$ cat config.mk
export PLATFORM = sky130hd
export DESIGN_NAME = memory_stage
export DESIGN_NICKNAME = d
export VERILOG_FILES = /design/src/common/isa_pkg.sv /design/src/common/pipe_pkg.sv /design/src/memory_stage.sv
export SDC_FILE = /design/constraint.sdc
export NUM_CORES = 2
export LEC_CHECK = 0
export ABC_AREA = 1
export BUFFER_PORTS_ARGS = -buffer_cell sky130_fd_sc_hd__buf_4
export CORE_ASPECT_RATIO = 0.75
export CORE_MARGIN = 2
export CORE_UTILIZATION = 25
export DETAILED_ROUTE_END_ITERATION = 6
export SLEW_MARGIN = 20
export SYNTH_ARGS = -nofsm -noshare
export SYNTH_HDL_FRONTEND = slang
export SYNTH_SLANG_ARGS = --single-unit
$ cat constraint.sdc
create_clock -name clk -period 1.6 [get_ports clk]
set_input_delay 0 -clock clk [delete_from_list [all_inputs] [get_ports clk]]
set_output_delay 0 -clock clk [all_outputs]
set_load 0.1 [all_outputs]
$ cat src/common/isa_pkg.sv
// ISA package with opcode and ALU enums, instruction field widths and ALU control constants
package isa_pkg;

    // Datapath and register index widths
    localparam int XLEN       = 32;
    localparam int REG_ADDR_W = 5;
    localparam int REG_COUNT  = 2 ** REG_ADDR_W;

    // Instruction field widths
    localparam int OPCODE_W = 7;
    localparam int FUNCT3_W = 3;

    // Major opcodes of the five supported classes
    typedef enum logic [OPCODE_W-1:0] {
        OP_RTYPE  = 7'b0110011,
        OP_LOAD   = 7'b0000011,
        OP_STORE  = 7'b0100011,
        OP_BRANCH = 7'b1100011,
        OP_JALR   = 7'b1100111
    } opcode_e;

    // ALU class chosen by the main decoder
    typedef enum logic [1:0] {
        ALU_ADD    = 2'b00,
        ALU_BRANCH = 2'b01,
        ALU_FUNCT  = 2'b10,
        ALU_JUMP   = 2'b11
    } alu_op_e;

    // Resolved ALU function
    typedef enum logic [2:0] {
        FN_ADD = 3'd0,
        FN_SUB = 3'd1,
        FN_AND = 3'd2,
        FN_OR  = 3'd3,
        FN_XOR = 3'd4,
        FN_SLT = 3'd5
    } alu_fn_e;

    // Immediate forms of load and store
    localparam logic [FUNCT3_W-1:0] FUNCT3_IMM = 3'b001;

    // R-type funct3 codes, funct7 bit 5 picks sub over add
    localparam logic [FUNCT3_W-1:0] F3_ADD_SUB = 3'b000;
    localparam logic [FUNCT3_W-1:0] F3_SLT     = 3'b010;
    localparam logic [FUNCT3_W-1:0] F3_XOR     = 3'b100;
    localparam logic [FUNCT3_W-1:0] F3_OR      = 3'b110;
    localparam logic [FUNCT3_W-1:0] F3_AND     = 3'b111;

    // Branch conditions
    localparam logic [FUNCT3_W-1:0] F3_BEQ = 3'b000;
    localparam logic [FUNCT3_W-1:0] F3_BNE = 3'b001;

endpackage

$ cat src/common/pipe_pkg.sv
// Pipeline package with the control word, the inter-stage payloads and the pipeline sizes
package pipe_pkg;

    import isa_pkg::*;

    // Data memory depth and word index width
    localparam int DMEM_WORDS = 64;
    localparam int DMEM_AW    = $clog2(DMEM_WORDS);

    // Edges from an accepted instruction to its writeback
    localparam int PIPE_DEPTH = 3;

    // Control word from the main decoder
    typedef struct packed {
        logic    branch;
        logic    reg_write;
        logic    mem_read;
        logic    mem_to_reg;
        alu_op_e alu_op;
        logic    mem_write;
        logic    alu_src;
        logic    is_imm;
    } ctrl_t;

    // Decode to execute
    typedef struct packed {
        logic                  valid;
        ctrl_t                 ctrl;
        logic [FUNCT3_W-1:0]   funct3;
        logic                  funct7b;
        logic [XLEN-1:0]       pc;
        logic [XLEN-1:0]       rs1_val;
        logic [XLEN-1:0]       rs2_val;
        logic [XLEN-1:0]       imm;
        logic [REG_ADDR_W-1:0] rd;
    } dec_ex_t;

    // Execute to memory
    // store_data also carries the immediate of a load-immediate
    typedef struct packed {
        logic                  valid;
        ctrl_t                 ctrl;
        logic [XLEN-1:0]       alu_result;
        logic [XLEN-1:0]       store_data;
        logic [REG_ADDR_W-1:0] rd;
    } ex_mem_t;

    // Writeback to the register file
    typedef struct packed {
        logic                  valid;
        logic [REG_ADDR_W-1:0] rd;
        logic [XLEN-1:0]       data;
    } wb_t;

endpackage

$ cat src/memory_stage.sv
// Memory stage with the word data memory, store port and the writeback register
module memory_stage
    import isa_pkg::*;
    import pipe_pkg::*;
(
    input  logic            clk,
    input  logic            arst_n,
    input  ex_mem_t         ex_mem,
    output wb_t             wb,
    output logic            store_valid,
    output logic [XLEN-1:0] store_addr,
    output logic [XLEN-1:0] store_data
);

    logic [XLEN-1:0]    dmem [DMEM_WORDS];
    logic [DMEM_AW-1:0] word_idx;
    logic [XLEN-1:0]    load_data;
    logic               do_store;

    // Byte address to word index, upper bits wrap
    assign word_idx = ex_mem.alu_result[DMEM_AW+1:2];
    assign do_store = ex_mem.valid && ex_mem.ctrl.mem_write;

    // Load-immediate takes the immediate riding in store_data
    assign load_data = (ex_mem.ctrl.mem_read && !ex_mem.ctrl.is_imm) ? dmem[word_idx]
                                                                     : ex_mem.store_data;

    always_ff @(posedge clk or negedge arst_n)
    begin
        if (!arst_n)
        begin
            for (int i = 0; i < DMEM_WORDS; i++)
            begin
                dmem[i] <= '0;
            end
            store_valid <= 1'b0;
            store_addr  <= '0;
            store_data  <= '0;
            wb          <= '0;
        end
        else
        begin
            // Memory write lands on the same edge as the store report
            if (do_store)
            begin
                dmem[word_idx] <= ex_mem.store_data;
            end
            store_valid <= do_store;
            store_addr  <= ex_mem.alu_result;
            store_data  <= ex_mem.store_data;
            // Writes to x0 never leave the stage
            wb.valid    <= ex_mem.valid && ex_mem.ctrl.reg_write && (ex_mem.rd != '0);
            wb.rd       <= ex_mem.rd;
            wb.data     <= ex_mem.ctrl.mem_to_reg ? load_data : ex_mem.alu_result;
        end
    end

endmodule

After elaboration in Yosys (flattened, before gate mapping)
Cells that the tools add are included.
Cells by class
  reductions and logical operators: 7
  bitwise logic cells: 1
  order comparisons: 2
  muxes and demuxes: 8
Operator list (number)
  $bwmux 2048: 1
  $bmux 32 s6: 1
  $demux 32 s6: 1
  $mux 32: 5
  $ge 7x7->1 const B: 1
  $lt 7x1->1 const B: 1
  $not 6->7: 1
  $logic_and 1x1->1: 5
  $reduce_bool 5->1: 1
  $logic_not 1->1: 1
Storage, ports and cells
  output and inout port bits: 103
  bits in registers: 2151

Logic depth before layout (Yosys ltp)
  depth after elaboration: 6
  depth in mapped cells: 17
  mapped depth without buffers: 13

Worst setup path before layout
OpenSTA, ideal clock, no wires.
  kind: input -> register
  start: input port ex_mem[39] (netlist name)
  end: register dmem[1047] (netlist name)
  cell stages on the path: 9
  library setup time: 0.133 ns
  data required time: 1.467 ns
  setup slack: 0.015 ns
  arrival: 1.452 ns
  cell sequence: buf_4 inv_2 buf_4 buf_2 nor3_4 nand2_2 clkbuf_1 nand2_1 o21ai_0
Between the ends
  word-level cells in the longest chain between the ends: 6
Ends and longest elaborated chain
  start, declared: line memory_stage.sv:8  | input ex_mem_t ex_mem,
  $not 6->7 (implied by the code) (*): line memory_stage.sv:46  | dmem[word_idx] <= ex_mem.store_data;
  $ge 7x7->1 (implied by the code) or $lt 7x1->1 (tied branches): line memory_stage.sv:46
  $logic_and 1x1->1 (implied by the code): line memory_stage.sv:46
  $mux 32 (implied by the code): line memory_stage.sv:46
  $demux 32 s6 (*): line memory_stage.sv:46
  $bwmux 2048 (*): line memory_stage.sv:46
  end signal, assigned by index: line memory_stage.sv:46
  end, declared: line memory_stage.sv:15  | logic [XLEN-1:0] dmem [DMEM_WORDS];
Every way passes the cells marked *; elsewhere a longest branch is shown, timed or not.
A chain may end at the register's enable or synchronous reset.

Final worst setup path
  start: register wb[7] (netlist name)
  end: output port wb[7] (netlist name)
RTL lines
  start, declared: line memory_stage.sv:9  | output wb_t wb,
No word-level cell between the ends.

==> results.py <==
metrics = {
    "place": {
        "place_hpwl_mm": 228.5,
        "gp_congestion": 0.8728,
        "io_buffers": 179,
        "dp_cells": 18550,
        "pre_cts_slack_ns": -0.8284,
    },
    "setup_path": {
        "cp_top_family": "flip-flops",
        "cp_num_buf_inv": 1,
        "worstPathRequired_ns": 1.60,
        "endpoint_kind": "output pin",
        "critical_path_arrival_ns": 1.71,
        "cpPeakStageDelay_ns": 0.53,
        "crit_type": "register to output pin",
        "startpoint_type": "register",
        "cp_max_fo": 1,
        "cp_cell_sequence": "buf_12",
        "slowest_stage": "dfrtp_2",
    },
    "clocking": {
        "worstSkewPairLatency_ns": 0.96,
        "cts_buffer_depth": 4,
        "cts_buffers": 230,
        "cts_sinks": 2151,
        "htreeDepth": 4,
        "clk_pin_slew_ns": 0.06,
        "cts_tree": "yes",
        "cts.root.buffer_cell": "clkbuf_16",
    },
    "logic_synthesis": {
        "synthesis.area_um2": 99160,
        "ys_ff_latch": 2151,
        "synth_area_leaders": "dfrtp_1, nand2_1, o21ai_0",
        "synth_cell_types": 24,
        "syn_nets": 13490,
        "yosysWarningCount": 0,
        "netlist.area_leader.share_pct": 54.28,
        "netlist_instances": 13410,
        "synth_top_cell_by_area": "dfrtp_1",
        "avgSynthCellArea_um2": 7.393,
        "seq_area_frac_synth_pct": 54.28,
    },
    "sta": {
        "max_freq_ghz": 0.5835,
        "clock_skew_ns": 0.1139,
        "finalSetupViolCount": 13,
        "slew_viol_final": 0,
        "hold_violations": 0,
        "setup-tns-final_ns": -0.4985,
        "finalCriticalPeriod_ns": 1.714,
        "fin_ws_ns": -0.1139,
        "rsz0062_at_grt": "yes",
        "min_period_over_period_pct": 107.1,
        "relSlewSlack_pct": 45.29,
        "holdWs_ns": 0.03489,
        "worst_pin_slew_ns": 0.8180,
    },
    "final_layout": {
        "syn2layout_area_growth_pct": 24.59,
        "nNetsFinal": 13780,
        "fill_cells": 42100,
        "fin_cells": 19130,
        "seqCellArea_um2": 53850,
        "drive_gt1_share_pct": 12.07,
        "multiInputGateArea_um2": 41990,
        "final_cell_mix": "nand2_1, dfrtp_1, o21ai_0",
        "finalCoreUtilization_pct": 31.25,
        "layout_commonest_cell": "nand2_1",
    },
    "route": {
        "drtIter0Drc": 9453,
        "wl_mm": 362.2,
        "vias": 88990,
        "vias_per_cell": 4.653,
        "drtPass1Iterations": 6,
        "drc": 0,
        "avgRoutedWirePerCell_um": 18.94,
        "ant_nets": 0,
    },
    "grt": {
        "overflow": 0,
        "antenna_found_initial": 16,
        "grt_pass1_vias": 83060,
        "grt_start_max_net_pins": 97,
        "grtUsageTotal_pct": 17.67,
        "grt_pass1_wl_mm": 548.4,
    },
    "die": {
        "die-area_um2": 401700,
        "core_area_um2": 395400,
        "fp.dieW_um": 731.2,
        "start_util_pct": 25.08,
        "die_y_um": 549.4,
        "rows": 200,
        "pin_count": 184,
    },
    "min_path": {
        "hold_class": "input port to register",
    },
    "status": {
        "violations": "setup timing",
        "status": "finished with violations",
    },
    "power": {
        "total_leakage_power_nw": 62.23,
        "vdd_drop_max_mv": 1.026,
        "power.density_nw_per_um2": 1078,
    },
    "run": {
        "drv_cap": 0,
    },
}
[layout make-up]
type | instances | share of cell area (%)
Sequential cell | 2151 | 43.59
Inverter | 83 | 0.2704
Clock inverter | 74 | 0.6654
Tap cell | 5252 | 5.319
Clock buffer | 332 | 5.490
Antenna cell | 2 | 0.004051
Timing Repair Buffer | 1105 | 10.67
Multi-Input combinational cell | 10130 | 33.99
[final timing paths]
check	startpoint	to	slack, ns	cells past startpoint
setup / recovery	wb[7]	wb[7]	-0.11	1
hold / removal	ex_mem[40]	store_addr[3]	0.03	4
setup reg to reg	dmem[1034]	wb[10]	-0.01	13
hold reg to reg	dmem[1673]	dmem[1673]	0.48	2
max in group asynchronous	arst_n	dmem[1954]	0.11	6
min in group asynchronous	arst_n	dmem[1128]	0.05	5
[where the power goes]
group / switching [mW] / internal [mW] / total (mW) / leakage (nW)
logic: 11.2 / 6.00 / 17.1 / 29.4
clock network: 23.7 / 31.3 / 55.0 / 3.76
registers: 2.37 / 58.8 / 61.1 / 29.1
total: 37.2 / 96.0 / 133 / 62.2
[Yosys cell counts, drive strengths merged]
| master | count |
|---|---|
| nand2 | 7876 |
| nand3 | 41 |
| o21ai | 2060 |
| nor3 | 12 |
| or2 | 3 |
| clkbuf | 930 |
| o311ai | 1 |
| nor4 | 4 |
| buf | 120 |
| nor2 | 89 |
| inv | 83 |
| dfrtp | 2151 |
| a21boi | 1 |
| or3 | 1 |
| a21oi | 37 |
| o211ai | 4 |
[state kept, by name, indices dropped and copies added, names as in the netlist]
signal       flops
dmem          2048
store_valid      1
store_data      32
wb              38
store_addr      32
[metal layers]
metal | GRT usage (%) | wire length (um)
met5 | 0 | 13
met4 | 4.504 | 9239
met3 | 2.842 | 29550
met2 | 26.67 | 155400
met1 | 26.18 | 168000
[metrics by stage]
| stage | power [mW] | cell area (um2) |
|---|---|---|
| after detailed placement | 78.35 | 112800 |
| after global routing | 139.0 | 123500 |
| after floorplan | 70.88 | 99160 |
| after CTS | 134.0 | 122700 |
| after global placement | 78.07 | 112800 |
| final | 133.2 | 123500 |
[cell families after synthesis]
kind of cell	count (synthesis)	synth area share [%]
AOI/OAI and AO/OA	2103	10.63
and+or+nand+nor	8026	30.69
DFF	2151	54.28
buffers and inverters	1133	4.401
[what timing repair did]
action,CTS,global route
setup endpoints to repair,93,1572
endpoints found under the hold margin,4302,0
gates resized for setup,205,219
pin swaps,16,86
buffers inserted,0,16
cloned,0,2
hold buffers,155,0
Note: power is estimated with default switching activity, not from simulation.
