## config.mk

```make
export PLATFORM = sky130hd
export DESIGN_NAME = execute_stage
export DESIGN_NICKNAME = d
export VERILOG_FILES = /design/src/common/isa_pkg.sv /design/src/common/pipe_pkg.sv /design/src/execute_stage.sv
export SDC_FILE = /design/constraint.sdc
export NUM_CORES = 1
export LEC_CHECK = 0
export BUFFER_PORTS_ARGS = -buffer_cell sky130_fd_sc_hd__buf_2
export CELL_PAD_IN_SITES_DETAIL_PLACEMENT = 1
export CELL_PAD_IN_SITES_GLOBAL_PLACEMENT = 2
export CORE_MARGIN = 3
export CORE_UTILIZATION = 33
export CTS_BUF_LIST = sky130_fd_sc_hd__clkbuf_16
export CTS_CLUSTER_SIZE = 10
export DETAILED_ROUTE_END_ITERATION = 6
export PLACE_DENSITY_LB_ADDON = 0.1
export SLEW_MARGIN = 20
export SYNTH_ARGS = -nofsm -noshare
export SYNTH_HDL_FRONTEND = slang
export SYNTH_SLANG_ARGS = --single-unit
```

## constraint.sdc

```tcl
create_clock -name clk -period 0.8 [get_ports clk]
set_input_delay 0.12 -clock clk [delete_from_list [all_inputs] [get_ports clk]]
set_output_delay 0.12 -clock clk [all_outputs]
set_load 0.05 [all_outputs]
```

## src/common/isa_pkg.sv

```systemverilog
// ISA package with opcode and ALU enums, instruction field widths and ALU control constants
package isa_pkg;

    // Datapath and register index widths
    localparam int XLEN       = 32;
    localparam int REG_ADDR_W = 5;
    localparam int REG_COUNT  = 2 ** REG_ADDR_W;

    // Instruction field widths
    localparam int OPCODE_W = 7;
    localparam int FUNCT3_W = 3;

    // Major opcodes of the five supported classes
    typedef enum logic [OPCODE_W-1:0] {
        OP_RTYPE  = 7'b0110011,
        OP_LOAD   = 7'b0000011,
        OP_STORE  = 7'b0100011,
        OP_BRANCH = 7'b1100011,
        OP_JALR   = 7'b1100111
    } opcode_e;

    // ALU class chosen by the main decoder
    typedef enum logic [1:0] {
        ALU_ADD    = 2'b00,
        ALU_BRANCH = 2'b01,
        ALU_FUNCT  = 2'b10,
        ALU_JUMP   = 2'b11
    } alu_op_e;

    // Resolved ALU function
    typedef enum logic [2:0] {
        FN_ADD = 3'd0,
        FN_SUB = 3'd1,
        FN_AND = 3'd2,
        FN_OR  = 3'd3,
        FN_XOR = 3'd4,
        FN_SLT = 3'd5
    } alu_fn_e;

    // Immediate forms of load and store
    localparam logic [FUNCT3_W-1:0] FUNCT3_IMM = 3'b001;

    // R-type funct3 codes, funct7 bit 5 picks sub over add
    localparam logic [FUNCT3_W-1:0] F3_ADD_SUB = 3'b000;
    localparam logic [FUNCT3_W-1:0] F3_SLT     = 3'b010;
    localparam logic [FUNCT3_W-1:0] F3_XOR     = 3'b100;
    localparam logic [FUNCT3_W-1:0] F3_OR      = 3'b110;
    localparam logic [FUNCT3_W-1:0] F3_AND     = 3'b111;

    // Branch conditions
    localparam logic [FUNCT3_W-1:0] F3_BEQ = 3'b000;
    localparam logic [FUNCT3_W-1:0] F3_BNE = 3'b001;

endpackage

```

## src/common/pipe_pkg.sv

```systemverilog
// Pipeline package with the control word, the inter-stage payloads and the pipeline sizes
package pipe_pkg;

    import isa_pkg::*;

    // Data memory depth and word index width
    localparam int DMEM_WORDS = 64;
    localparam int DMEM_AW    = $clog2(DMEM_WORDS);

    // Edges from an accepted instruction to its writeback
    localparam int PIPE_DEPTH = 3;

    // Control word from the main decoder
    typedef struct packed {
        logic    branch;
        logic    reg_write;
        logic    mem_read;
        logic    mem_to_reg;
        alu_op_e alu_op;
        logic    mem_write;
        logic    alu_src;
        logic    is_imm;
    } ctrl_t;

    // Decode to execute
    typedef struct packed {
        logic                  valid;
        ctrl_t                 ctrl;
        logic [FUNCT3_W-1:0]   funct3;
        logic                  funct7b;
        logic [XLEN-1:0]       pc;
        logic [XLEN-1:0]       rs1_val;
        logic [XLEN-1:0]       rs2_val;
        logic [XLEN-1:0]       imm;
        logic [REG_ADDR_W-1:0] rd;
    } dec_ex_t;

    // Execute to memory
    // store_data also carries the immediate of a load-immediate
    typedef struct packed {
        logic                  valid;
        ctrl_t                 ctrl;
        logic [XLEN-1:0]       alu_result;
        logic [XLEN-1:0]       store_data;
        logic [REG_ADDR_W-1:0] rd;
    } ex_mem_t;

    // Writeback to the register file
    typedef struct packed {
        logic                  valid;
        logic [REG_ADDR_W-1:0] rd;
        logic [XLEN-1:0]       data;
    } wb_t;

endpackage

```

## src/execute_stage.sv

```systemverilog
// Execute stage with the ALU, branch resolution, redirect pulse and the execute register
module execute_stage
    import isa_pkg::*;
    import pipe_pkg::*;
(
    input  logic            clk,
    input  logic            arst_n,
    input  dec_ex_t         dec_ex,
    output ex_mem_t         ex_mem,
    output logic            redirect_valid,
    output logic [XLEN-1:0] redirect_pc
);

    alu_fn_e         alu_fn;
    logic [XLEN-1:0] op_a;
    logic [XLEN-1:0] op_b;
    logic [XLEN-1:0] alu_result;
    logic            alu_zero;
    logic            taken;
    logic [XLEN-1:0] target;

    // ALU class and funct bits to a single function
    always_comb
    begin
        case (dec_ex.ctrl.alu_op)
            ALU_BRANCH:
            begin
                alu_fn = FN_SUB;
            end
            ALU_FUNCT:
            begin
                case (dec_ex.funct3)
                    F3_ADD_SUB: alu_fn = dec_ex.funct7b ? FN_SUB : FN_ADD;
                    F3_SLT:     alu_fn = FN_SLT;
                    F3_XOR:     alu_fn = FN_XOR;
                    F3_OR:      alu_fn = FN_OR;
                    F3_AND:     alu_fn = FN_AND;
                    default:    alu_fn = FN_ADD;
                endcase
            end
            // Address add for loads, stores and jumps
            default:
            begin
                alu_fn = FN_ADD;
            end
        endcase
    end

    assign op_a = dec_ex.rs1_val;
    assign op_b = dec_ex.ctrl.alu_src ? dec_ex.imm : dec_ex.rs2_val;

    always_comb
    begin
        case (alu_fn)
            FN_SUB:  alu_result = op_a - op_b;
            FN_AND:  alu_result = op_a & op_b;
            FN_OR:   alu_result = op_a | op_b;
            FN_XOR:  alu_result = op_a ^ op_b;
            FN_SLT:  alu_result = {{(XLEN-1){1'b0}}, $signed(op_a) < $signed(op_b)};
            default: alu_result = op_a + op_b;
        endcase
    end

    assign alu_zero = (alu_result == '0);

    // Branch condition and destination
    always_comb
    begin
        taken  = 1'b0;
        target = dec_ex.pc + dec_ex.imm;
        if (dec_ex.ctrl.alu_op == ALU_JUMP)
        begin
            // Jump base is rs1, not pc, with bit 0 cleared
            taken  = 1'b1;
            target = (dec_ex.rs1_val + dec_ex.imm) & ~{{(XLEN-1){1'b0}}, 1'b1};
        end
        else if (dec_ex.funct3 == F3_BEQ)
        begin
            taken = alu_zero;
        end
        else if (dec_ex.funct3 == F3_BNE)
        begin
            taken = !alu_zero;
        end
    end

    always_ff @(posedge clk or negedge arst_n)
    begin
        if (!arst_n)
        begin
            ex_mem         <= '0;
            redirect_valid <= 1'b0;
            redirect_pc    <= '0;
        end
        else
        begin
            // One-cycle pulse for every taken control transfer
            redirect_valid    <= dec_ex.valid && dec_ex.ctrl.branch && taken;
            redirect_pc       <= target;
            ex_mem.valid      <= dec_ex.valid;
            ex_mem.ctrl       <= dec_ex.ctrl;
            ex_mem.alu_result <= alu_result;
            // Immediate forms carry imm in place of rs2
            ex_mem.store_data <= dec_ex.ctrl.is_imm ? dec_ex.imm : dec_ex.rs2_val;
            ex_mem.rd         <= dec_ex.rd;
        end
    end

endmodule

```

# Word-level counts from Yosys, hierarchy flattened
# Cells that the tools add are included.
[word_totals]
input_bits = 149
register_bits = 112
elab_cells = 50
[classes]
magnitude_cmp = 1
addsub = 4
n_eq_ne = 13
reduce_logical = 5
n_bitwise = 3
mux = 10
[ops]
columns = ["cell", "n"]
rows = [
  ["one-hot mux 32 bit (5 select lines)", 1],
  ["adder 32 bit", 3],
  ["two-way mux 32 bit", 3],
  ["AND 32 bit", 1],
  ["zero test 32 bit", 1],
  ["< comparator 32 bit", 1],
  ["bitwise OR 32 bit", 1],
  ["subtractor 32 bit", 1],
  ["bitwise XOR 32 bit", 1],
  ["== test 3 bit, second input constant", 5],
  ["one-hot mux 3 bit (5 select lines)", 1],
  ["== test 3 x 2 -> 1 bit, second input constant", 3],
  ["== test 3 x 1 -> 1 bit, second input constant", 2],
  ["one-hot mux 3 bit (2 select lines)", 1],
  ["== test 2 bit, second input constant", 2],
  ["two-way mux 1 bit", 4],
  ["zero test 3 bit", 1],
  ["== test 2 x 1 -> 1 bit, second input constant", 1],
  ["logical AND 1 bit", 2],
  ["zero test 1 bit", 1],
]

# Depth between registers and ports, before layout
[logic_depth]
word_depth = 11
mapped_depth = 19

# Worst setup path after synthesis
# OpenSTA, ideal clock, no wires.
[synth_timing]
path_kind = "in2reg"
from = "input dec_ex[138] (netlist name)"
to = "register redirect_valid"
slack_ns = -3.461
setup_ns = 0.127
arrival_time_ns = 4.134
path_stages = 18
path_buffers = 2
required_ns = 0.673
path_cell_list = "clkbuf_1 > buf_1 > mux2i_1 > inv_1 > ha_1 > fa_1 > o21bai_1 > a211oi_1 > o21ai_0 > a311oi_1 > o211ai_1 > a311oi_1 > xor2_1 > a211o_2 > nor4b_1 > and4_1 > a21oi_1 > nand3b_1"
[synth_via]
elab_chain_len = 9
word_cells_on_any_way = 14
classes_between = "add/sub: 2; order compare: 1; mux: 5; bitwise: 3; reduce/logical: 3"
[synth_rtl]
columns = ["item", "line", "source"]
rows = [
  ["start, declared", "execute_stage.sv:8", "input dec_ex_t dec_ex,"],
  ["two-way mux 32 bit *", "execute_stage.sv:50", "assign op_b = dec_ex.ctrl.alu_src ? dec_ex.imm : dec_ex.rs2_val;"],
  ["adder 32 bit, or another cell as far along", "execute_stage.sv:60", "default: alu_result = op_a + op_b;"],
  ["one-hot mux 32 bit (5 select lines) *", "execute_stage.sv:54", "case (alu_fn)"],
  ["net alu_result[22]", "execute_stage.sv:17", "logic [XLEN-1:0] alu_result;"],
  ["zero test 32 bit *", "execute_stage.sv:64", "assign alu_zero = (alu_result == '0);"],
  ["zero test 1 bit", "execute_stage.sv:83", "taken = !alu_zero;"],
  ["two-way mux 1 bit", "execute_stage.sv:81", "else if (dec_ex.funct3 == F3_BNE)"],
  ["two-way mux 1 bit *", "execute_stage.sv:77", "else if (dec_ex.funct3 == F3_BEQ)"],
  ["two-way mux 1 bit *", "execute_stage.sv:71", "if (dec_ex.ctrl.alu_op == ALU_JUMP)"],
  ["logical AND 1 bit *", "execute_stage.sv:98", "redirect_valid <= dec_ex.valid && dec_ex.ctrl.branch && taken;"],
  ["end signal, assigned", "execute_stage.sv:98", ""],
  ["end, declared", "execute_stage.sv:10", "output logic redirect_valid,"],
]
# The timed path passes the listed nets; every way through them passes the cells marked *.

# Worst setup path in the final report
[layout_timing]
from = "input dec_ex[138] (netlist name)"
to = "register redirect_valid"
[layout_via]
elab_chain_len = 9
word_cells_on_any_way = 14
classes_between = "add/sub: 2; order compare: 1; mux: 5; bitwise: 3; reduce/logical: 3"
[layout_rtl]
columns = ["item", "line"]
rows = [
  ["two-way mux 32 bit *", "execute_stage.sv:50"],
  ["adder 32 bit, or another cell as far along", "execute_stage.sv:60"],
  ["one-hot mux 32 bit (5 select lines) *", "execute_stage.sv:54"],
  ["zero test 32 bit *", "execute_stage.sv:64"],
  ["zero test 1 bit", "execute_stage.sv:83"],
  ["two-way mux 1 bit", "execute_stage.sv:81"],
  ["two-way mux 1 bit *", "execute_stage.sv:77"],
  ["two-way mux 1 bit *", "execute_stage.sv:71"],
  ["logical AND 1 bit *", "execute_stage.sv:98"],
]
# Mark *: on every way between the ends. The rest lies on a longest branch, timed or not.

==> run metrics <==
die area=0.0407 mm²; layout cell share with drive strength beyond 1=0.560; Tmin final=3.68 ns; hold slack=-0.00139 ns; hold path cells=2; starting density of the core=0.335; row cnt=71; Die H=202 µm; Switching Share=0.455; Fmax achieved=0.271 GHz; Placed Cells=2835; Root Driver=clkbuf_16; fin nets=2786; Int Pwr=20.2 mW; Final ANT Viol Nets=0; first-pass GRT wire length=106000 µm; Synth Flop Type=dfrtp_1; Via-to-Cell Ratio=5.59; final worst slack=-2.88 ns; Cell Chain, Critical Path=buf_16, buf_6, mux2i_4, inv_2, buf_6, ha_4, fa_2, o21bai_4, a211oi_4, o21ai_2, a311oi_2, o211ai_1, buf_4, a31oi_1, o41ai_2, o221ai_1, a21oi_2, and3_4, a21oi_1, nand3b_1; Async SR Flop Fraction=1.00; post-synthesis area per instance=8.30 µm²; CTS tree=built; gpl congestion=0.985; Slew Viols, Final=0; Synth top area share=0.222; most repeated library cell on the critical path=buf_6; Setup violations, final=177; port bufs=260; GRT Resource Usage Total=0.335; Max Buffers Root-to-Sink=2; Cell Pwr Density=1540 mW/mm²; CTS clk-pin slew, worst paths=0.10 ns; Yosys cell types=93; Mapped Area=0.0127 mm²; Gate power share=0.674; hold crit path type=input pin to flop; largest net degree at the start of global routing=55; Via Count=16700; antenna violations before repair=6; Crit Path Category=input pin to flop; Psw=16.8 mW; most frequent cells in the layout=buf_4, buf_6, buf_2, ha_1, inv_1; hold wc startpoint=dec_ex[43]; unrepaired setup endpoints after global routing=yes; post-DP HPWL=54000 µm; Seq pwr share=0.193; Place WS=-3.45 ns; Synth Instances=1524; Relative slew margins=0.433; failing checks=hold timing, setup timing; critical path fanouts, max=8; First DRT Iteration DRCs=738; Setup crit start kind=input pin; storage element area=0.00280 mm²; worst path required time=1.08 ns; Detailed Routing Iterations Pass 1=7; Post-synth EDFFs=0; Buf/Inv on CP=5; Clk pwr share=0.134; ranking of synthesized cells by area=dfrtp_1, ha_1, a21oi_1, o21ai_0, inv_1; Lkg Pwr=11.3 nW; commonest non-fill, non-tap cell in the layout=buf_4; status=finished, violations left; measured slew at the worst slew-check pin=0.846 ns; I/O Pins=261; final WL=77200 µm; Sink Count=112; Crit. path cell count=20; Slowest-stage cell, CP=o41ai_2; CTS Buf Count=9; core area=0.0378 mm²; leading area contributor after synthesis=dfrtp_1; CP endpoint kind=flop; Filler cells=4194; footprint of the multi-input gates=0.0116 mm²; number of synthesized register bits=112; Critical Path AT=3.96 ns; Post-Synthesis Net Count=1846; CP top delay family=compound AO/OA/AOI/OAI gates; Area Growth Syn to Fin=90.0%; design area=0.0240 mm²; Peak supply drop=1270 µV; Final Cycle Share=4.60; vias in the first global route=18200; sequential area share after synthesis=0.222; max cap viols=0; Final Hold Viols=1; placed instance area=0.0196 mm²; die width=202 µm; Worst Hold Endpoint=ex_mem[11]$_DFF_PN0_; post-route insts no fill=2985; routed len/inst=25.9 µm; GRT overflow=0; DRC=0; Max H-tree Level=3; Synth warnings=0; CP max stage delay=0.44 ns
## Yosys cell counts (all sizes together) (6+ instances only)
master   instances
a2111oi          8
a211oi          21
a21o            37
a21oi          133
a311oi           7
a31oi           13
a41oi            6
and2             7
and3            12
and4             6
buf             18
clkbuf          42
dfrtp          112
ha             169
inv            128
mux2            33
mux2i           35
nand2           99
nand2b          21
nand3           41
nand4           17
nor2           114
nor2b           14
nor3            29
nor4             7
o2111ai          8
o211a            6
o211ai          30
o21a            19
o21ai          100
o21bai          26
o221ai           7
o22ai            9
o31ai           13
o41ai            6
or3             16
xnor2           30
xor2            30
## kinds of logic (layout without fill, tap and decap cells)
group	after synthesis	after routing	share of synthesized area
XOR/XNOR	60	60	0.0415
multiplexers	68	68	0.0571
flip-flops	112	112	0.222
buffers and inverters	189	1134	0.0697
other	0	5	0
AND/OR/NAND/NOR	408	408	0.161
adder cells (fa/ha/maj)	174	174	0.174
AO/OA/AOI/OAI	513	513	0.275
## routing by layer
layer / vias up / share of wire / GRT usage
li1: 7452 / - / -
met1: 8336 / 0.36 / 0.354
met2: 621 / 0.53 / 0.650
met3: 259 / 0.043 / 0.0475
met4: 4 / 0.064 / 0.156
met5: - / 0.00041 / 0
## sequential cells by signal (all words and copies together), names as in the netlist
signal          count
ex_mem             79
redirect_valid      1
redirect_pc        32
## repair_timing
item,in CTS,in global routing
setup endpoints to repair,176,178
hold buffers,30,2
buffers inserted,64,59
cloned,0,0
pin swaps,171,150
hold endpoints to repair,141,2
gates resized for setup,481,237
## metrics by stage
stage                     hold WS (ns)  total power [mW]   util  setup TNS (ns)
after floorplan                 -0.176              17.6      -          -91.74
after CTS                     0.000604              34.1  0.596         -126.02
after detailed placement       -0.0519              26.1  0.519         -137.96
after global routing          -0.00383              38.6  0.637         -142.26
after global placement         -0.0560              25.8  0.519         -134.44
final                         -0.00139              37.0  0.637         -135.00
## how the worst max path moves through the flow
| stage | from | endpoint | slack, ns |
|---|---|---|---|
| after floorplan | dec_ex[138] | redirect_valid$_DFF_PN0_ | -2.83 |
| after global placement | dec_ex[138] | redirect_valid$_DFF_PN0_ | -3.26 |
| after detailed placement | dec_ex[138] | redirect_valid$_DFF_PN0_ | -3.45 |
| after CTS | dec_ex[138] | redirect_valid$_DFF_PN0_ | -2.71 |
| after global routing | dec_ex[138] | redirect_valid$_DFF_PN0_ | -3.00 |
| final | dec_ex[138] | redirect_valid$_DFF_PN0_ | -2.88 |
## power groups by stage
stage	registers, mW	clock network, mW	logic (mW)
floorplan	10.2	0	7.37
global placement	6.94	0	18.8
detailed placement	6.98	0	19.2
CTS	7.08	4.94	22.1
global route	7.20	5.25	26.1
finish	7.12	4.95	24.9
## area by class of cell
type	instances	area share
Clock inverter	7	0.00302
Sequential cell	112	0.117
Antenna cell	5	0.000520
Multi-Input combinational cell	1223	0.483
Clock buffer	9	0.00937
Inverter	128	0.0207
Timing Repair Buffer	990	0.340
Tap cell	511	0.0266
(Power assumes the default switching activity.)
