==> config.mk <==
export PLATFORM = sky130hd
export DESIGN_NAME = decode_stage
export DESIGN_NICKNAME = d
export VERILOG_FILES = /design/src/common/isa_pkg.sv /design/src/common/pipe_pkg.sv /design/src/decode/control_unit.sv /design/src/decode/reg_file.sv /design/src/decode/decode_stage.sv
export SDC_FILE = /design/constraint.sdc
export NUM_CORES = 2
export LEC_CHECK = 0
export BUFFER_PORTS_ARGS = -buffer_cell sky130_fd_sc_hd__buf_2
export CELL_PAD_IN_SITES_DETAIL_PLACEMENT = 1
export CELL_PAD_IN_SITES_GLOBAL_PLACEMENT = 2
export CORE_MARGIN = 2
export CORE_UTILIZATION = 41
export CTS_CLUSTER_DIAMETER = 120
export CTS_CLUSTER_SIZE = 16
export DETAILED_ROUTE_END_ITERATION = 12
export GPL_TIMING_DRIVEN = 0
export PLACE_DENSITY = 0.77
export SETUP_SLACK_MARGIN = 0.02
export SKIP_LAST_GASP = 1
export SLEW_MARGIN = 20
export SYNTH_ARGS = -nofsm -noshare
export SYNTH_HDL_FRONTEND = slang
export SYNTH_HIERARCHICAL = 1
export SYNTH_SLANG_ARGS = --single-unit
==> constraint.sdc <==
create_clock -name clk -period 1.8 [get_ports clk]
set_input_delay 0.18 -clock clk [delete_from_list [all_inputs] [get_ports clk]]
set_output_delay 0.18 -clock clk [all_outputs]
set_load 0.01 [all_outputs]
==> src/common/isa_pkg.sv <==
// ISA package with opcode and ALU enums, instruction field widths and ALU control constants
package isa_pkg;

    // Datapath and register index widths
    localparam int XLEN       = 32;
    localparam int REG_ADDR_W = 5;
    localparam int REG_COUNT  = 2 ** REG_ADDR_W;

    // Instruction field widths
    localparam int OPCODE_W = 7;
    localparam int FUNCT3_W = 3;

    // Major opcodes of the five supported classes
    typedef enum logic [OPCODE_W-1:0] {
        OP_RTYPE  = 7'b0110011,
        OP_LOAD   = 7'b0000011,
        OP_STORE  = 7'b0100011,
        OP_BRANCH = 7'b1100011,
        OP_JALR   = 7'b1100111
    } opcode_e;

    // ALU class chosen by the main decoder
    typedef enum logic [1:0] {
        ALU_ADD    = 2'b00,
        ALU_BRANCH = 2'b01,
        ALU_FUNCT  = 2'b10,
        ALU_JUMP   = 2'b11
    } alu_op_e;

    // Resolved ALU function
    typedef enum logic [2:0] {
        FN_ADD = 3'd0,
        FN_SUB = 3'd1,
        FN_AND = 3'd2,
        FN_OR  = 3'd3,
        FN_XOR = 3'd4,
        FN_SLT = 3'd5
    } alu_fn_e;

    // Immediate forms of load and store
    localparam logic [FUNCT3_W-1:0] FUNCT3_IMM = 3'b001;

    // R-type funct3 codes, funct7 bit 5 picks sub over add
    localparam logic [FUNCT3_W-1:0] F3_ADD_SUB = 3'b000;
    localparam logic [FUNCT3_W-1:0] F3_SLT     = 3'b010;
    localparam logic [FUNCT3_W-1:0] F3_XOR     = 3'b100;
    localparam logic [FUNCT3_W-1:0] F3_OR      = 3'b110;
    localparam logic [FUNCT3_W-1:0] F3_AND     = 3'b111;

    // Branch conditions
    localparam logic [FUNCT3_W-1:0] F3_BEQ = 3'b000;
    localparam logic [FUNCT3_W-1:0] F3_BNE = 3'b001;

endpackage

==> src/common/pipe_pkg.sv <==
// Pipeline package with the control word, the inter-stage payloads and the pipeline sizes
package pipe_pkg;

    import isa_pkg::*;

    // Data memory depth and word index width
    localparam int DMEM_WORDS = 64;
    localparam int DMEM_AW    = $clog2(DMEM_WORDS);

    // Edges from an accepted instruction to its writeback
    localparam int PIPE_DEPTH = 3;

    // Control word from the main decoder
    typedef struct packed {
        logic    branch;
        logic    reg_write;
        logic    mem_read;
        logic    mem_to_reg;
        alu_op_e alu_op;
        logic    mem_write;
        logic    alu_src;
        logic    is_imm;
    } ctrl_t;

    // Decode to execute
    typedef struct packed {
        logic                  valid;
        ctrl_t                 ctrl;
        logic [FUNCT3_W-1:0]   funct3;
        logic                  funct7b;
        logic [XLEN-1:0]       pc;
        logic [XLEN-1:0]       rs1_val;
        logic [XLEN-1:0]       rs2_val;
        logic [XLEN-1:0]       imm;
        logic [REG_ADDR_W-1:0] rd;
    } dec_ex_t;

    // Execute to memory
    // store_data also carries the immediate of a load-immediate
    typedef struct packed {
        logic                  valid;
        ctrl_t                 ctrl;
        logic [XLEN-1:0]       alu_result;
        logic [XLEN-1:0]       store_data;
        logic [REG_ADDR_W-1:0] rd;
    } ex_mem_t;

    // Writeback to the register file
    typedef struct packed {
        logic                  valid;
        logic [REG_ADDR_W-1:0] rd;
        logic [XLEN-1:0]       data;
    } wb_t;

endpackage

==> src/decode/control_unit.sv <==
// Main decoder turning opcode and funct3 into the pipeline control word
module control_unit
    import isa_pkg::*;
    import pipe_pkg::*;
(
    input  opcode_e             opcode,
    input  logic [FUNCT3_W-1:0] funct3,
    output ctrl_t               ctrl
);

    always_comb
    begin
        // Unknown opcodes leave the word all zero
        ctrl = '0;
        case (opcode)
            OP_RTYPE:
            begin
                ctrl.reg_write = 1'b1;
                ctrl.alu_op    = ALU_FUNCT;
            end
            OP_LOAD:
            begin
                ctrl.reg_write  = 1'b1;
                ctrl.mem_read   = 1'b1;
                ctrl.mem_to_reg = 1'b1;
                ctrl.alu_op     = ALU_ADD;
                ctrl.alu_src    = 1'b1;
                // Load-immediate skips the memory read
                ctrl.is_imm     = (funct3 == FUNCT3_IMM);
            end
            OP_STORE:
            begin
                ctrl.mem_write = 1'b1;
                ctrl.alu_op    = ALU_ADD;
                ctrl.alu_src   = 1'b1;
                // Store-immediate writes imm instead of rs2
                ctrl.is_imm    = (funct3 == FUNCT3_IMM);
            end
            OP_BRANCH:
            begin
                ctrl.branch = 1'b1;
                // Compare by subtraction of rs1 and rs2
                ctrl.alu_op = ALU_BRANCH;
            end
            OP_JALR:
            begin
                // No link register written
                ctrl.branch = 1'b1;
                ctrl.alu_op = ALU_JUMP;
            end
            default:
            begin
                ctrl = '0;
            end
        endcase
    end

endmodule

==> src/decode/reg_file.sv <==
// Register file with two read ports, one write port, hard-wired x0 and write-through
module reg_file
    import isa_pkg::*;
    import pipe_pkg::*;
(
    input  logic                  clk,
    input  logic                  arst_n,
    input  logic [REG_ADDR_W-1:0] rs1_addr,
    input  logic [REG_ADDR_W-1:0] rs2_addr,
    output logic [XLEN-1:0]       rs1_data,
    output logic [XLEN-1:0]       rs2_data,
    input  wb_t                   wb
);

    // x0 has no storage
    logic [XLEN-1:0] regs [1:REG_COUNT-1];

    always_ff @(posedge clk or negedge arst_n)
    begin
        if (!arst_n)
        begin
            for (int i = 1; i < REG_COUNT; i++)
            begin
                regs[i] <= '0;
            end
        end
        else if (wb.valid && (wb.rd != '0))
        begin
            regs[wb.rd] <= wb.data;
        end
    end

    // Same-cycle write is bypassed to the readers
    assign rs1_data = (rs1_addr == '0) ? '0 :
                      (wb.valid && (wb.rd == rs1_addr)) ? wb.data : regs[rs1_addr];

    assign rs2_data = (rs2_addr == '0) ? '0 :
                      (wb.valid && (wb.rd == rs2_addr)) ? wb.data : regs[rs2_addr];

endmodule

==> src/decode/decode_stage.sv <==
// Decode stage with field slicing, immediate generation, register read and the decode register
module decode_stage
    import isa_pkg::*;
    import pipe_pkg::*;
(
    input  logic            clk,
    input  logic            arst_n,
    input  logic            instr_valid,
    input  logic [XLEN-1:0] instr,
    input  logic [XLEN-1:0] instr_pc,
    input  wb_t             wb,
    output dec_ex_t         dec_ex
);

    opcode_e               opcode;
    logic [FUNCT3_W-1:0]   funct3;
    logic                  funct7b;
    logic [REG_ADDR_W-1:0] rd;
    logic [REG_ADDR_W-1:0] rs1;
    logic [REG_ADDR_W-1:0] rs2;
    logic [XLEN-1:0]       imm;
    logic [XLEN-1:0]       rs1_val;
    logic [XLEN-1:0]       rs2_val;
    ctrl_t                 ctrl;
    logic                  known_op;

    // Standard RV32 field positions
    assign opcode  = opcode_e'(instr[OPCODE_W-1:0]);
    assign rd      = instr[11:7];
    assign funct3  = instr[14:12];
    assign rs1     = instr[19:15];
    assign rs2     = instr[24:20];
    // Only bit 5 of funct7 matters for sub
    assign funct7b = instr[30];

    always_comb
    begin
        case (opcode)
            // I-type
            OP_LOAD, OP_JALR:
            begin
                imm = {{20{instr[31]}}, instr[31:20]};
            end
            // S-type
            OP_STORE:
            begin
                imm = {{20{instr[31]}}, instr[31:25], instr[11:7]};
            end
            // B-type, offset in halfwords
            OP_BRANCH:
            begin
                imm = {{19{instr[31]}}, instr[31], instr[7], instr[30:25], instr[11:8], 1'b0};
            end
            default:
            begin
                imm = '0;
            end
        endcase
    end

    control_unit u_control_unit (
        .opcode (opcode),
        .funct3 (funct3),
        .ctrl   (ctrl)
    );

    reg_file u_reg_file (
        .clk      (clk),
        .arst_n   (arst_n),
        .rs1_addr (rs1),
        .rs2_addr (rs2),
        .rs1_data (rs1_val),
        .rs2_data (rs2_val),
        .wb       (wb)
    );

    // Every known class sets at least one of these
    assign known_op = ctrl.reg_write | ctrl.mem_write | ctrl.branch;

    always_ff @(posedge clk or negedge arst_n)
    begin
        if (!arst_n)
        begin
            dec_ex <= '0;
        end
        else
        begin
            // Unknown opcode becomes a bubble
            dec_ex.valid   <= instr_valid && known_op;
            dec_ex.ctrl    <= ctrl;
            dec_ex.funct3  <= funct3;
            dec_ex.funct7b <= funct7b;
            dec_ex.pc      <= instr_pc;
            dec_ex.rs1_val <= rs1_val;
            dec_ex.rs2_val <= rs2_val;
            dec_ex.imm     <= imm;
            dec_ex.rd      <= rd;
        end
    end

endmodule

Yosys cells after proc, flatten, opt, wreduce, memory -nomap -nowiden
Index checks and enable logic that the tools add are counted.
- equality and inequality tests: 8
- order comparisons: 4
- multiplexer cells: 20
- reductions and logical operators: 12
- bitwise logic cells: 5
- operators with widths (kind ; count):
    $bwmux W992 ; 1
    $bmux W32 S5 ; 2
    $mux W32 ; 9
    $demux W32 S5 ; 1
    $pmux W32 S3 ; 1
    $ge A6 B6 Y1 const B ; 3
    $not A5 Y6 ; 3
    $eq A7 B6 Y1 const B ; 2
    $eq A7 B7 Y1 const B ; 2
    $eq A5 B5 Y1 ; 2
    $logic_not A5 Y1 ; 2
    $reduce_or A2 Y1 ; 4
    $eq A7 B2 Y1 const B ; 1
    $lt A6 B1 Y1 const B ; 1
    $pmux W2 S3 ; 1
    $logic_and A1 B1 Y1 ; 5
    $reduce_bool A5 Y1 ; 1
    $mux W2 ; 2
    $eq A3 B1 Y1 const B ; 1
    $mux W1 ; 3
    $or A1 B1 Y1 ; 2
- bits of input ports: 105
- word-level logic and storage cells: 96
- bits in registers: 1139
- output and inout port bits: 147

Longest topological paths before layout
- depth after elaboration: 6
- depth in mapped cells: 10

Hierarchy
The synthesis kept the hierarchy.
- modules (own cells, without submodules) (module ; times used ; cells an instance ; sequential area each (µm²) ; area an instance (µm²)):
    reg_file ; 1 ; 3632 ; 24823.8 ; 53654.0
    decode_stage ; 1 ; 185 ; 3203.1 ; 3590.9
    control_unit ; 1 ; 18 ; 0.0 ; 125.1

Worst setup path before layout
No wires, ideal clock.
- path type: input to register
- from: in instr[21]
- to: reg dec_ex[37] (netlist bit)
- arrival: 1851 ps
- setup slack: -200 ps
- stages on the path: 8
- required time: 1651 ps
- cell sequence: buf_2 > buf_2 > clkbuf_1 > mux4_2 > a22o_1 > a221o_1 > a211oi_1 > nor3_1
- longest elaborated chain between the ends: 6
- elaborated cells on any way between the ends: 9
- those cells by class: 1 x eq/ne; 5 x mux; 1 x bitwise; 2 x reduce/logical
- ends and longest elaborated chain (item ; RTL line ; source):
    from (decl) ; decode_stage.sv:9 ; input logic [XLEN-1:0] instr,
    $not A5 Y6 (implied by the code) ; reg_file.sv:38 ; (wb.valid && (wb.rd == rs2_addr)) ? wb.data : regs[rs2_addr];
    $bmux W32 S5 ; reg_file.sv:38 ;
    $mux W32 (implied by the code) (2 in a row) ; reg_file.sv:38 ;
    $mux W32 ; reg_file.sv:38 ;
    $mux W32 (*) ; reg_file.sv:37 ; assign rs2_data = (rs2_addr == '0) ? '0 :
    named net rs2_val[0] ; decode_stage.sv:23 ; logic [XLEN-1:0] rs2_val;
    to (decl) ; decode_stage.sv:12 ; output dec_ex_t dec_ex
The timed path passes the listed nets; every way through them passes the cells marked *. The select of a mux whose other input is x is not followed.
A chain may end at the register's enable or synchronous reset.

Worst setup path in the final report
- from: in instr[16]
- to: reg dec_ex[85] (netlist bit)
- longest elaborated chain between the ends: 6
- elaborated cells on any way between the ends: 9
- those cells by class: 1 x eq/ne; 5 x mux; 1 x bitwise; 2 x reduce/logical
- ends and longest elaborated chain (item ; RTL line ; source):
    $not A5 Y6 (implied by the code) ; reg_file.sv:35 ; (wb.valid && (wb.rd == rs1_addr)) ? wb.data : regs[rs1_addr];
    $bmux W32 S5 ; reg_file.sv:35 ;
    $mux W32 (implied by the code) (2 in a row) ; reg_file.sv:35 ;
    $mux W32 ; reg_file.sv:35 ;
    $mux W32 (*) ; reg_file.sv:34 ; assign rs1_data = (rs1_addr == '0) ? '0 :
    named net rs1_val[16] ; decode_stage.sv:22 ; logic [XLEN-1:0] rs1_val;
Marked as above.

==> impl_metrics.yaml <==
outcome:
  status: "finished with violations"
  failed_checks: "hold timing, setup timing"
die:
  dieWidth_um: 378.1
  die_h_um: 378.1
  core_um2: 139200
  row_count: 137
  start_util_pct: 41.22
  die_area_um2: 142900
  io_pins: 252
clock_network:
  htree_levels: 3
  clk_path_buf_depth: 3
  cts.sinks: 1120
  path_clk_slew_ps: 70
  tritoncts: "yes"
  cts_buffers: 80
  cts_root_buf: "clkbuf_16"
  hold_buffers: 98
  clock_latency_ps: 750
drt:
  num_vias: 41038
  via_per_inst: 6.606
  ant_nets: 0
  drc: 0
  wirelength_um: 248200
  wl_per_cell_um: 39.96
  firstDrtPassIters: 5
  detail_route.iter0.violations: 4538
placement:
  pre_cts_ws_ps: -2424
  dp_hpwl_um: 174700
  placedCellCount: 5966
  portBuffers: 242
  gp_congestion: 0.9939
setup_path:
  reg2regPathDepth: 5
  critical-path-top-delay-family: "buffers and inverters"
  rrSetupSlack_ps: -280
  crit_cells: 8
  critPathKind: "input port to register"
  cp_cell_sequence: "buf_4, buf_6, buf_6, buf_6, mux4_2, o22ai_1, o31ai_4, a22o_1"
  worstSetupStartpointType: "input port"
  cpPeakStageDelay_ps: 380
  rr_endpoint: "dec_ex[95]"
  r2r-start: "u_reg_file/regs[602]"
  cp.required_ps: 2340
  critPathLaunch: "instr[16]"
  crit_path_end_kind: "register"
  path_max_fanout: 10
  worst_path_most_repeated_cell: "buf_6"
  cp_slowest_cell: "mux4_2"
  endpoint: "dec_ex[85]"
  crit_arrival_ps: 2680
  critical_path_buf_inv_count: 4
final_layout:
  fillers: 13636
  fin_util_pct: 48.25
  drive_gt1_share_pct: 55.50
  area_delta_synth_final_pct: 17.06
  nets: 4427
  fin_cells: 6212
synthesis:
  synth-seq-cells: 1120
  synth_compound_area_share_pct: 5.018
  synth_most_common_cell: "dfrtp_1"
  netlist_area_um2: 57370
  synth_area_per_cell_um2: 14.96
  ys_seq_area_share_pct: 48.85
  synthTopCellsByArea: "dfrtp_1 49%, mux2_2 21%, mux4_2 17%"
  synth_top_area_share_pct: 48.85
  synth-xor-area-share_pct: 0.1679
  synth_common_cells: "1120 x dfrtp_1, 1084 x mux2_2, 426 x mux4_2, 218 x clkbuf_1, 103 x nor2_1"
  syn_inst: 3835
  synth_edf_count: 0
  yosys.area_share.adder_pct: 0
  synthMuxAreaShare_pct: 39.45
  synth_top_family_by_area: "multiplexers"
  synth_cell_types: 68
  async_reset_ff_share_pct: 100.0
  yosys.area_share.simple_pct: 2.848
  syn-num-nets: 3940
  ys_warn_count: 6
  ys.flop_type: "dfrtp_1"
  yosysTopAreaCell: "dfrtp_1"
grt:
  overflow: 0
  track_usage_pct: 34.73
  antenna_found_initial: 13
  grt_start_max_net_pins: 129
  grt_first_pass_wirelength_um: 341800
  grt_pass1_vias: 41750
flow_run:
  drv_cap: 0
timing:
  setup_violations: 116
  rsz0062_at_grt: "true"
  hold_violations: 121
  tightest_slew_ps: 1056
  clock_skew_ps: 52.19
  fmax_mhz: 465.8
  fin_crit_ps: 2147
  fin_ws_ps: -347.1
  maxSlewViolCount: 0
  hold_ws_ps: -593.9
  relSlewSlack_pct: 29.57
  layout_worst_path_cycle_share_pct: 119.3
power_and_ir_drop:
  p_leak_nw: 29.25
  peakVddDrop_mv: 0.8061
  powerDensity_nw_per_um2: 1019
hold_path:
  hp-class: "input port to asynchronous set/reset pin"
==> metal layers <==
metal	vias to the layer above	part of all wire [%]	global-route usage, %
met4	12	6.4	19.92
met2	2337	45	52.28
li1	15672	-	-
met5	-	0.057	0.3774
met1	22443	38	45.04
met3	574	10	9.674
==> flip-flops by register name, indices dropped and copies added, names as in the netlist <==
| register | cells |
|---|---|
| dec_ex | 128 |
| u_reg_file/regs | 992 |
==> worst min path at each step <==
stage                             from          end  slack, ps  cells past startpoint
after floorplan                 arst_n    dec_ex[0]       -120                      0
after global placement    instr_pc[28]  dec_ex[129]        290                      1
after detailed placement        arst_n  dec_ex[119]        250                      1
after CTS                       arst_n  dec_ex[119]       -530                      1
final                           arst_n  dec_ex[124]       -590                      1
after global routing            arst_n  dec_ex[124]       -530                      1
==> report_power, final <==
group          leakage, nW  total, mW  internal, mW  switching (mW)
combinational         13.9       17.5          9.29            8.24
clock                 1.04       17.7          8.20            9.46
sequential            14.3       33.3          29.8            3.45
total                 29.2       68.5          47.3            21.2
==> metrics by stage <==
| stage | power, mW | setup TNS [ps] | instance area, um2 | hold WS (ps) |
|---|---|---|---|---|
| finish | 68.46 | -8343 | 67160 | -593.9 |
| detailed placement | 49.49 | -1128930 | 61880 | 253.5 |
| global placement | 48.67 | - | 61490 | 287.8 |
| floorplan | 43.10 | -702.7 | 57940 | -115.6 |
| global route | 70.73 | -6431 | 67140 | -531.0 |
| CTS | 68.13 | -4291 | 66740 | -532.1 |
==> placed cells by master, fill, tap and decap left out, drive strengths merged, types with 7 or more instances in the layout <==
master       instances
o21bai               9
diode                8
a21o                 9
nor2b               20
a22oi               14
a21oi               13
a221o               44
mux4               430
buf                514
nor3                73
or2                  7
a22o                38
a221oi              70
a2111oi              8
a211oi              63
a31oi                8
nor3b                7
clkbuf             298
nand3                8
nand2               73
and2                15
dlygate4sd3         98
o22ai               30
o21ai                7
dfrtp             1120
nand3b               8
mux2i               69
mux2              1087
o41ai               14
nor2               103
==> cell type report <==
class | count | area (um2) | area share [%]
clock inverters | 5 | 50.05 | 0.07453
clock buffers | 83 | 2077 | 3.093
diodes | 8 | 20.02 | 0.02981
inverters | 4 | 16.27 | 0.02422
repair buffers | 409 | 2954 | 4.399
flip-flops and latches | 1120 | 28030 | 41.74
plain buffers | 419 | 2953 | 4.397
well taps | 1876 | 2347 | 3.495
multi-input cells | 2288 | 28710 | 42.75
==> cell families after synthesis <==
group                  Yosys count
multiplexers                  1586
flip-flops                    1120
buffers and inverters          427
AO/OA/AOI/OAI                  352
AND/OR/NAND/NOR                339
XOR/XNOR                        11
==> repair_timing <==
action / CTS / global route
pin swaps: 73 / 18
buffers inserted: 47 / 9
gates cloned: 0 / 0
hold endpoints to repair: 281 / 121
endpoints found under the setup margin: 864 / 389
resized for setup: 353 / 101
(Power assumes the default switching activity.)
